**config.mk**
```make
export PLATFORM = sky130hd
export DESIGN_NAME = pcie_data_receiver
export DESIGN_NICKNAME = d
export VERILOG_FILES = /design/src/rtl/dna_filter_pkg.sv /design/src/rtl/pcie_data_receiver.sv
export SDC_FILE = /design/constraint.sdc
export NUM_CORES = 1
export LEC_CHECK = 0
export ABC_AREA = 1
export BUFFER_PORTS_ARGS = -buffer_cell sky130_fd_sc_hd__buf_2
export CORE_MARGIN = 4
export CORE_UTILIZATION = 40
export DETAILED_ROUTE_END_ITERATION = 12
export HOLD_SLACK_MARGIN = 0.03
export PLACE_DENSITY = 0.67
export RECOVER_POWER = 50
export SETUP_SLACK_MARGIN = 0.02
export SLEW_MARGIN = 40
export SYNTH_ARGS = -nofsm -noshare
export SYNTH_HDL_FRONTEND = slang
export SYNTH_SLANG_ARGS = --single-unit
export TNS_END_PERCENT = 1
```
**constraint.sdc**
```tcl
create_clock -name clk -period 14.1 [get_ports clk]
set_clock_uncertainty 0.1 [all_clocks]
set_input_delay 0.705 -clock clk [delete_from_list [all_inputs] [get_ports clk]]
set_output_delay 0.705 -clock clk [all_outputs]
set_load 0.02 [all_outputs]
```
**src/rtl/dna_filter_pkg.sv**
```systemverilog
`default_nettype none

package dna_filter_pkg;

    localparam int PCI_DATA_WIDTH  = 128;   // one riffa beat
    localparam int CHNL_LEN_W      = 32;    // riffa length, counted in 32-bit words
    localparam int BASES_PER_SEG   = 64;    // 2 bits per base
    localparam int BASES_PER_CYCLE = 16;
    localparam int CMP_CYCLES      = BASES_PER_SEG / BASES_PER_CYCLE;
    localparam int SLICE_W         = 2 * BASES_PER_CYCLE;   // bits compared per cycle
    localparam int PHASE_W         = $clog2(CMP_CYCLES);
    localparam int MM_COUNT_W      = $clog2(BASES_PER_SEG + 1);   // 0..64
    localparam int NUM_UNITS       = 4;     // 2 or 8 also fine
    localparam int UNIT_IDX_W      = $clog2(NUM_UNITS);
    localparam int MAX_MISMATCH    = 5;     // pass threshold, inclusive
    localparam int FIFO_DEPTH      = 16;
    localparam int FIFO_AW         = $clog2(FIFO_DEPTH);
    localparam int PAIR_W          = 2 * PCI_DATA_WIDTH;    // {read, ref}

    typedef logic [PCI_DATA_WIDTH-1:0] dna_seg_t;
    typedef logic [CHNL_LEN_W-1:0]     chnl_len_t;
    typedef logic [MM_COUNT_W-1:0]     mm_count_t;
    typedef logic [UNIT_IDX_W-1:0]     unit_idx_t;
    typedef logic [PHASE_W-1:0]        phase_t;

    typedef enum logic [1:0] {rx_idle, rx_fetch_ref, rx_processing} rx_state_t;
    typedef enum logic [1:0] {tx_idle, tx_wait_ack, tx_send} tx_state_t;

    // round-robin step, wraps at NUM_UNITS (not always a power of two)
    function automatic unit_idx_t next_unit(unit_idx_t idx);
        return (idx == unit_idx_t'(NUM_UNITS - 1)) ? '0 : idx + 1'b1;
    endfunction

endpackage

`default_nettype wire

```
**src/rtl/pcie_data_receiver.sv**
```systemverilog
`timescale 1ns/10ps
`default_nettype none

module pcie_data_receiver (
    input  logic                              clk,
    input  logic                              rst,
    input  logic                              chnl_rx,
    input  dna_filter_pkg::chnl_len_t         chnl_rx_len,
    input  dna_filter_pkg::dna_seg_t          chnl_rx_data,
    input  logic                              chnl_rx_data_valid,
    input  logic                              sender_ready,
    input  logic                              fifo_almost_full,
    output logic                              chnl_rx_ack,
    output logic                              chnl_rx_data_ren,
    output logic                              fifo_wr,
    output logic [dna_filter_pkg::PAIR_W-1:0] fifo_din,
    output logic                              sender_en,
    output dna_filter_pkg::chnl_len_t         pair_count
);
    dna_filter_pkg::rx_state_t state;
    dna_filter_pkg::chnl_len_t beats_left;   // beats still due, current one included
    dna_filter_pkg::dna_seg_t  ref_r;
    dna_filter_pkg::dna_seg_t  read_r;
    logic                      accept;
    logic                      beat;

    // only take a new transaction once the previous results are out
    assign accept = (state == dna_filter_pkg::rx_idle) && chnl_rx && sender_ready;

    assign chnl_rx_data_ren = (state != dna_filter_pkg::rx_idle) && !fifo_almost_full;
    assign beat             = chnl_rx_data_valid && chnl_rx_data_ren;
    assign fifo_din         = {read_r, ref_r};   // read in upper half

    always_ff @(posedge clk) begin
        if (rst) begin
            state       <= dna_filter_pkg::rx_idle;
            chnl_rx_ack <= 1'b0;
            sender_en   <= 1'b0;
            fifo_wr     <= 1'b0;
            beats_left  <= '0;
        end else begin
            chnl_rx_ack <= 1'b0;   // pulses
            sender_en   <= 1'b0;
            fifo_wr     <= 1'b0;
            case (state)
                dna_filter_pkg::rx_idle: begin
                    if (accept) begin
                        chnl_rx_ack <= 1'b1;
                        sender_en   <= 1'b1;
                        beats_left  <= chnl_rx_len >> 2;   // 4 words per beat
                        state       <= dna_filter_pkg::rx_fetch_ref;
                    end
                end
                dna_filter_pkg::rx_fetch_ref: begin
                    if (beat) begin
                        beats_left <= beats_left - 1'b1;
                        // reference-only transaction ends right here
                        state <= (beats_left == 1) ? dna_filter_pkg::rx_idle
                                                   : dna_filter_pkg::rx_processing;
                    end
                end
                dna_filter_pkg::rx_processing: begin
                    if (beat) begin
                        fifo_wr    <= 1'b1;   // read_r lands this edge, push next cycle
                        beats_left <= beats_left - 1'b1;
                        if (beats_left == 1)
                            state <= dna_filter_pkg::rx_idle;
                    end
                end
                default: state <= dna_filter_pkg::rx_idle;
            endcase
        end
    end

    always_ff @(posedge clk) begin
        if (accept)
            pair_count <= (chnl_rx_len >> 2) - 1'b1;   // minus the reference beat
        if (beat && state == dna_filter_pkg::rx_fetch_ref)
            ref_r <= chnl_rx_data;   // held for the whole transaction
        if (beat && state == dna_filter_pkg::rx_processing)
            read_r <= chnl_rx_data;
    end

endmodule

`default_nettype wire

```
# After elaboration in Yosys (flattened, before gate mapping)
# Index checks and enable logic that the tools add are counted.
[word_totals] reg_bits=324 inputBits=166 out_inout_bits=292 elab_cells=45
[classes] addsub=2 eq_ne=8 muxes=11 bitwise=2 reduce_logical=15
[ops] op="two-way mux 32 bit" n=2
[ops] op="one-hot mux 32 bit (2 select lines)" n=1
[ops] op="== test 32 x 1 -> 1 bit (second input constant)" n=1
[ops] op="subtractor 32 x 1 -> 32 bit (second input constant)" n=1
[ops] op="subtractor 30 x 1 -> 31 bit (second input constant)" n=1
[ops] op="two-way mux 2 bit" n=5
[ops] op="!= test 2 bit (second input constant)" n=4
[ops] op="logical AND 1 bit" n=6
[ops] op="one-hot mux 2 bit (3 select lines)" n=1
[ops] op="OR reduction 2 bit" n=3
[ops] op="AND reduction 4 bit" n=1
[ops] op="nonzero test 2 bit" n=2
[ops] op="AND reduction 3 bit" n=1
[ops] op="== test 2 x 1 -> 1 bit (second input constant)" n=1
[ops] op="== test 2 bit (second input constant)" n=1
[ops] op="logical NOT 2 bit" n=1
[ops] op="two-way mux 1 bit" n=2
[ops] op="!= test 2 x 1 -> 1 bit (second input constant)" n=1
[ops] op="inverter 1 bit" n=2
[ops] op="logical NOT 1 bit" n=1

# Depth between registers and ports, before layout
# Gate-level depths: netlist of the first run.
[depth] word_depth=5 ltp_mapped=12 ltp_nobuf=11

# Worst setup path after synthesis of the first run
# OpenSTA, ideal clock, no wires.
[synth_path] path_type="input port to flip-flop" start="input fifo_almost_full" end="register read_r[0], enable pin" setup_time_ps=617 arrival_ps=6412 required_ps=13383 path_slack_ps=6971 cell_stages=3 path_buffers=0 path_cell_list="nor2_2 nand2_2 nor2_1"
[synth_between] elab_chain_len=4
[synth_rtl] item="from (decl)" line_no="pcie_data_receiver.sv:12" source="input logic fifo_almost_full,"
[synth_rtl] item="logical NOT 1 bit" line_no="pcie_data_receiver.sv:30" source="assign chnl_rx_data_ren = (state != dna_filter_pkg::rx_idle) && !fifo_almost_full;"
[synth_rtl] item="logical AND 1 bit" line_no="pcie_data_receiver.sv:30"
[synth_rtl] item="logical AND 1 bit" line_no="pcie_data_receiver.sv:31" source="assign beat = chnl_rx_data_valid && chnl_rx_data_ren;"
[synth_rtl] item="logical AND 1 bit" line_no="pcie_data_receiver.sv:80" source="if (beat && state == dna_filter_pkg::rx_processing)"
[synth_rtl] item="to (signal assigned)" line_no="pcie_data_receiver.sv:81" source="read_r <= chnl_rx_data;"
[synth_rtl] item="to (decl)" line_no="pcie_data_receiver.sv:23" source="dna_filter_pkg::dna_seg_t read_r;"
# Every way passes these cells.
# A chain may end at the register's enable or synchronous reset.

# Worst setup path after layout of the first run
[layout_path] start="register state[0]" end="register beats_left[15]"
[layout_between] elab_chain_len=5
[layout_rtl] item="from (decl)" line_no="pcie_data_receiver.sv:20" source="dna_filter_pkg::rx_state_t state;"
[layout_rtl] item="from (signal assigned)" line_no="pcie_data_receiver.sv:36" source="state <= dna_filter_pkg::rx_idle;"
[layout_rtl] item="from (signal assigned)" line_no="pcie_data_receiver.sv:51" source="state <= dna_filter_pkg::rx_fetch_ref;"
[layout_rtl] item="from (signal assigned)" line_no="pcie_data_receiver.sv:58" source="state <= (beats_left == 1) ? dna_filter_pkg::rx_idle"
[layout_rtl] item="nonzero test 2 bit / logical NOT 2 bit (equally long branches)" line_no="pcie_data_receiver.sv:30, pcie_data_receiver.sv:28, pcie_data_receiver.sv:45"
[layout_rtl] item="logical AND 1 bit, on equally long branches" line_no="pcie_data_receiver.sv:30, pcie_data_receiver.sv:28"
[layout_rtl] item="logical AND 1 bit, on equally long branches" line_no="pcie_data_receiver.sv:31, pcie_data_receiver.sv:28"
[layout_rtl] item="!= test 2 x 1 -> 1 bit (no source line) / != test 2 bit (equally long branches)"
[layout_rtl] item="AND reduction 3 bit (no source line)"
[layout_rtl] item="to (signal assigned)" line_no="pcie_data_receiver.sv:50" source="beats_left <= chnl_rx_len >> 2;"
[layout_rtl] item="to (signal assigned)" line_no="pcie_data_receiver.sv:56" source="beats_left <= beats_left - 1'b1;"
[layout_rtl] item="to (signal assigned)" line_no="pcie_data_receiver.sv:65" source="beats_left <= beats_left - 1'b1;"
[layout_rtl] item="to (decl)" line_no="pcie_data_receiver.sv:21" source="dna_filter_pkg::chnl_len_t beats_left;"
# Several ways; a longest one is shown, not always the timed one.

==> impl_metrics.tcl, run 1 <==
set metrics [dict create \
    cts_tree "done" \
    drive_gt1_frac 0.198 \
    vias 8429 \
    cpLargestDelayFamily "buffers and inverters" \
    portBuffers 455 \
    leakage_nw 5.67 \
    synth_seq_area_share 0.781 \
    crit_fanout 43 \
    cts.reportedPaths.clkPinSlew_ps 60 \
    antenna_found_initial 7 \
    synth_edf_count 287 \
    final_util 0.520 \
    drt-initial-drc-count 494 \
    crit_chain "inv_1 > ha_2 > inv_2 > o21ai_0 > nand2_1 > buf_4 > inv_1 > o21ai_0 > o21ai_0 > a21oi_1" \
    dp_hpwl_um 26100 \
    n_fill_cell 2652 \
    final_common_cell "edfxtp_1" \
    final.setup.worst_slack_ps 10570 \
    min_period_ps 3530 \
    design_area_um2 15400 \
    setup_viol 0 \
    die_h_um 181 \
    drc 0 \
    io_pins 458 \
    status "completed" \
    cts_buffers 35 \
    die_area_um2 32700 \
    cap_violations 0 \
    gp_congestion 0.868 \
    grt_pass1_vias 8387 \
    routed_wl_um 34600 \
    grt_max_degree 75 \
    placed_area_um2 14700 \
    cpMaxStageDelayCell "ha_2" \
    core-area_um2 29600 \
    required_ps 14380 \
    post_cts_resized 0 \
    antenna_left 0 \
    powerDensity_nw_per_um2 168 \
    p_total_w 0.00258 \
    ctsHtreeMaxLevel 2 \
    grt_pass1_wl_um 51000 \
    slowest_delay_ps 700 \
    worst_pin_slew_ps 720 \
    async_flop_share 0 \
    drtPass1Iterations 4 \
    overflow 0 \
    grt_usage 0.202 \
    end_kind "flop" \
    clockRootBuffer "clkbuf_16" \
    preCtsSetupSlack_ps 10620 \
    cpMostUsedCell "o21ai_0" \
    avgViaCountPerCell 4.82 \
    finalSetupTns_ps 0 \
    synth_area_um2 12000 \
    syn_nets 1029 \
    crit_path_start_kind "flop" \
    ff2ff_setup_slack_ps 10570 \
    cts_sinks 323 \
    area_delta_synth_final_pct 28.6 \
    rsz0062_at_grt "false" \
    crit_arrival_ps 3810 \
    netlist_instances 857 \
    slew_headroom 0.519 \
    critPathBufInv 4 \
    wl_per_cell_um 19.8 \
    avgSynthCellArea_um2 13.9 \
    period_share 0.250 \
    postCtsSetupRepairBufs 0 \
    yosys_warnings 0 \
    hold_buffers 0 \
    clock_latency_ps 500 \
    clockBufferDepth 3 \
    most-common-layout-cells "287 x edfxtp_1, 264 x clkbuf_1, 198 x buf_2, 135 x nand2_1, 104 x nor2_1" \
    timing.fmax_ghz 0.283 \
    criticalPathCategory "flop to flop" \
    finalMaxSlewViolations 0 \
    min_path_type "input pin to flop" \
    hold_violations 0 \
    ys.flop_type "edfxtp_1" \
    initial_utilization 0.404 \
    final_net_count 1507 \
    synth.distinct_cells 40 \
    peakVddDrop_mv 0.0972 \
    rows 63 \
    die_w_um 181 \
    antenna_cells 0 \
    yosys_register_bits 323 \
]
## registers in the layout (all words and copies together), names as in the netlist
name,cells
beats_left,32
fifo_wr,1
pair_count,31
read_r,128
ref_r,128
sender_en,1
state,2
## cell usage after synthesis, drive strengths merged, types with 2 or more instances
cell	number	area share
ha	6	0.0063
nor3	10	0.0051
o22ai	4	0.0021
nor4	2	0.0016
a211oi	2	0.0013
or2	2	0.0010
nor2	113	0.040
buf	10	0.0064
inv	65	0.020
xnor2	7	0.0051
and2	3	0.0016
xor2	24	0.018
nand2	137	0.044
o21ai	37	0.016
nand3	39	0.018
a31oi	2	0.0010
nand4	11	0.0058
dfxtp	36	0.060
edfxtp	287	0.72
clkbuf	8	0.0025
a21oi	46	0.019
## per-stage QoR
| stage | hold slack, ps | std cells |
|---|---|---|
| 2_1_floorplan | 347 | 857 |
| 3_3_place_gp | 375 | 1688 |
| 3_5_place_dp | 385 | 1688 |
| 4_1_cts | 255 | 1748 |
| 5_1_grt | 253 | 1748 |
| 6_report | 282 | 1748 |
## final cells by class
class | instances | area, um^2 | area share
Clock buffer | 43 | 927 | 0.0603
Clock inverter | 17 | 145 | 0.00944
Inverter | 65 | 249 | 0.0162
Multi-Input combinational cell | 451 | 2230 | 0.145
Sequential cell | 323 | 9340 | 0.607
Tap cell | 390 | 488 | 0.0317
Timing Repair Buffer | 459 | 2000 | 0.130
## final timing paths
check | startpoint | cells past startpoint | end
min reg2reg | state[1] | 2 | state[1]
max reg2reg | state[0] | 10 | beats_left[15]
min | chnl_rx_data[57] | 1 | ref_r[57]
max | state[0] | 10 | beats_left[15]
## per-layer routing
| metal | track usage | vias to the layer above | wire length, um | part of all wire |
|---|---|---|---|---|
| met3 | 0.0582 | 65 | 2860 | 0.083 |
| li1 | - | 3978 | - | - |
| met4 | 0.0681 | 10 | 1100 | 0.032 |
| met2 | 0.365 | 341 | 18000 | 0.52 |
| met5 | 0 | - | 58 | 0.0017 |
| met1 | 0.230 | 4035 | 12600 | 0.37 |
## where the power goes
group	switching (W)	internal [W]
sequential	0.0000338	0.00109
clock	0.000357	0.000505
combinational	0.000407	0.000185
## cells by family after synthesis
family / after synthesis / share of synthesized area
flops: 323 / 0.781
simple gates: 320 / 0.119
compound gates: 94 / 0.0413
buf+inv: 83 / 0.0293
xor+xnor: 31 / 0.0227
fa+ha+maj: 6 / 0.00628
Note: power is estimated with default switching activity, not from simulation.
==> run 2, diff against run 1 <==
--- a/config.mk
+++ b/config.mk
@@ -5,13 +5,13 @@
 export SDC_FILE = /design/constraint.sdc
 export NUM_CORES = 1
 export LEC_CHECK = 0
-export ABC_AREA = 1
+export ABC_AREA = 0
 export BUFFER_PORTS_ARGS = -buffer_cell sky130_fd_sc_hd__buf_2
 export CORE_MARGIN = 4
 export CORE_UTILIZATION = 40
 export DETAILED_ROUTE_END_ITERATION = 12
 export HOLD_SLACK_MARGIN = 0.03
-export PLACE_DENSITY = 0.67
+export PLACE_DENSITY = 0.68
 export RECOVER_POWER = 50
 export SETUP_SLACK_MARGIN = 0.02
 export SLEW_MARGIN = 40
==> constraint.sdc (replaced) <==
create_clock -name clk -period 3.4 [get_ports clk]
set_clock_uncertainty 0.1 [all_clocks]
set_input_delay 0.17 -clock clk [delete_from_list [all_inputs] [get_ports clk]]
set_output_delay 0.17 -clock clk [all_outputs]
set_load 0.02 [all_outputs]
==> run 2 against run 1 <==
- area after synthesis fell by 3.8%
- hold slack worse by 240 ps
- critical path depth is 2 lower
- via count is 4.6% higher
- sequential cell count is the same
- register-to-register slack worse by 9800 ps
- final cell count shrank 0.86%
- global-route usage increased by 3.5 points
- critical path type is now input pin to flop
- highest routed layer unchanged
==> impl_metrics.tcl, run 2 <==
set metrics [dict create \
    status "completed" \
    rows 61 \
    cts_buffers 35 \
    antenna_left 0 \
    yosys.area_share.adder 0.00653 \
    timing.fmax_ghz 0.310 \
    synth_top_family_by_area "simple AND/OR/NAND/NOR gates" \
    portBuffers 455 \
    synth_edf_count 287 \
    multi_input_area_um2 2000 \
    ctsHtreeMaxLevel 2 \
    final_util 0.594 \
    yosysTopAreaCell "edfxtp_1" \
    final_common_cell "clkbuf_1" \
    avgSynthCellArea_um2 16.9 \
    drc 0 \
    postCtsSetupRepairBufs 0 \
    intPower_w 0.00728 \
    hold_violations 0 \
    seqCellArea_um2 9340 \
    end_kind "flop" \
    preCtsSetupSlack_ps 744 \
    vias 8814 \
    grt_usage 0.237 \
    pwr-share-seq 0.458 \
    largest_registers "read_r: 128 flops, ref_r: 128 flops, beats_left: 32 flops" \
    synth.top_cells.by_count "287 x edfxtp_1, 36 x dfxtp_1, 34 x nor2_1" \
    required_ps 3680 \
    die_w_um 178 \
    ys_top_cells_by_area "edfxtp_1 75%, dfxtp_1 6.3%, xor2_1 1.5%, a21oi_1 1.2%, nor3_1 1.2%" \
    antenna_cells 0 \
    initial_utilization 0.410 \
    min_period_ps 3220 \
    synthSimpleGateAreaFrac 0.0884 \
    grt_pass1_wl_um 55900 \
    synthMuxAreaShare 0.00185 \
    leakage_nw 5.84 \
    worst_pin_slew_ps 780 \
    syn_nets 852 \
    powerDensity_nw_per_um2 612 \
    period_share 0.948 \
    p_sw_w 0.00292 \
    cts_sinks 323 \
    clockRootBuffer "clkbuf_16" \
    n_fill_cell 2318 \
    cpMaxStageDelayCell "or4_4" \
    yosys_register_bits 323 \
    pwr-share-comb 0.193 \
    crit_path_start_kind "input pin" \
    cap_violations 0 \
    area_delta_synth_final_pct 45.0 \
    routed_wl_um 39300 \
    io_pins 458 \
    async_flop_share 0 \
    finalMaxSlewViolations 0 \
    synth-xor-area-share 0.0190 \
    yosys_warnings 0 \
    die_area_um2 31500 \
    wl_per_cell_um 22.7 \
    setup_viol 0 \
    synth_seq_area_share 0.812 \
    p_clk_frac 0.350 \
    criticalPathCategory "input pin to flop" \
    drive_gt1_frac 0.179 \
    synth.distinct_cells 57 \
    grt_pass1_vias 8775 \
    core-area_um2 28100 \
    synth.top_cell.area_share 0.749 \
    cts_tree "done" \
    whs_ps 46.2 \
    most-common-layout-cells "309 x clkbuf_1, 287 x edfxtp_1, 164 x dlygate4sd3_1, 156 x buf_2" \
    crit_fanout 6 \
    slowest_delay_ps 570 \
    clockBufferDepth 3 \
    peakVddDrop_mv 0.698 \
    netlist_instances 680 \
    synth_compound_area_frac 0.0580 \
    grt_max_degree 57 \
    die_h_um 178 \
    dp_hpwl_um 26400 \
    cpMostUsedCell "or4_4" \
    rsz0062_at_grt "false" \
    ys.flop_type "edfxtp_1" \
    clock_latency_ps 500 \
    final.setup.worst_slack_ps 178 \
    cts.reportedPaths.clkPinSlew_ps 60 \
    antenna_found_initial 1 \
    min_path_type "input pin to flop" \
    yosys.cell_count.top_type "edfxtp_1" \
    p_total_w 0.0102 \
    drt-initial-drc-count 710 \
    drtPass1Iterations 5 \
    overflow 0 \
    gp_congestion 0.820 \
    slew_headroom 0.480 \
    crit_arrival_ps 3500 \
    final_net_count 1501 \
    synth_area_um2 11500 \
    crit_chain "dlygate4sd3_1 > buf_2 > or4_4 > or4_4 > or4_4 > nor4_4 > nor3b_2 > dlygate4sd3_1" \
    swShare 0.286 \
    avgViaCountPerCell 5.09 \
]
-- run 2: cell types whose count changed after synthesis, moves of 18 or more --
cell | previous run | this run
nor3_1 | 9 | 28
nand3_1 | 36 | 10
a21oi_1 | 46 | 28
nor2_1 | 101 | 34
inv_1 | 63 | 11
nand2_1 | 132 | 25
-- run 2: per-layer routing --
| layer | global-route usage | vias up | part of all wire |
|---|---|---|---|
| met5 | 0 | - | 0.00033 |
| met4 | 0.133 | 2 | 0.065 |
| met3 | 0.0490 | 115 | 0.074 |
| met2 | 0.413 | 453 | 0.51 |
| met1 | 0.273 | 4278 | 0.35 |
| li1 | - | 3966 | - |
-- run 2: cell type report --
class,instances,area share
multi-input cells,317,0.120
clock buffers,47,0.0565
repair buffers,640,0.225
flip-flops and latches,323,0.560
well taps,378,0.0284
clock inverters,16,0.00728
inverters,12,0.00270
-- run 2: logic make-up after synthesis --
logic type,Yosys count
flops,323
mux,2
xor+xnor,25
compound gates,104
fa+ha+maj,6
simple gates,180
buf+inv,40
-- run 2: through the flow --
step                TNS (ps)  cell area [um^2]  std cells
finish                     0             16700       1733
global route               0             16700       1733
CTS                        0             17100       1733
detailed placement         0             14300       1506
global placement           0             14300       1506
floorplan             -13730             11500        680
-- run 2: power groups by stage --
stage                     sequential, W  combinational, W  clock, W
after detailed placement        0.00475           0.00181         0
final                           0.00467           0.00197   0.00357
after CTS                       0.00466           0.00197   0.00360
after global routing            0.00469           0.00215   0.00383
after floorplan                 0.00483           0.00110         0
after global placement          0.00474           0.00178         0
-- run 2: worst max-delay path, delay by kind of cell --
| kind | cells | cell delay, ps |
|---|---|---|
| buffers and inverters | 3 | 1260 |
| and+or+nand+nor | 5 | 2070 |
-- run 2: path summary, 6_finish.rpt --
check,end,startpoint,cells after the start,slack (ps)
worst max-delay path,pair_count[30],chnl_rx_len[16],8,180
worst min-delay path,beats_left[24],chnl_rx_len[26],3,50
worst max register to register,beats_left[2],state[0],9,730
worst min register to register,beats_left[20],beats_left[20],2,390
-- run 2: timing repair --
item                      CTS  global route
gates resized for setup     0             0
hold endpoints to repair  307             0
hold buffers              164             0
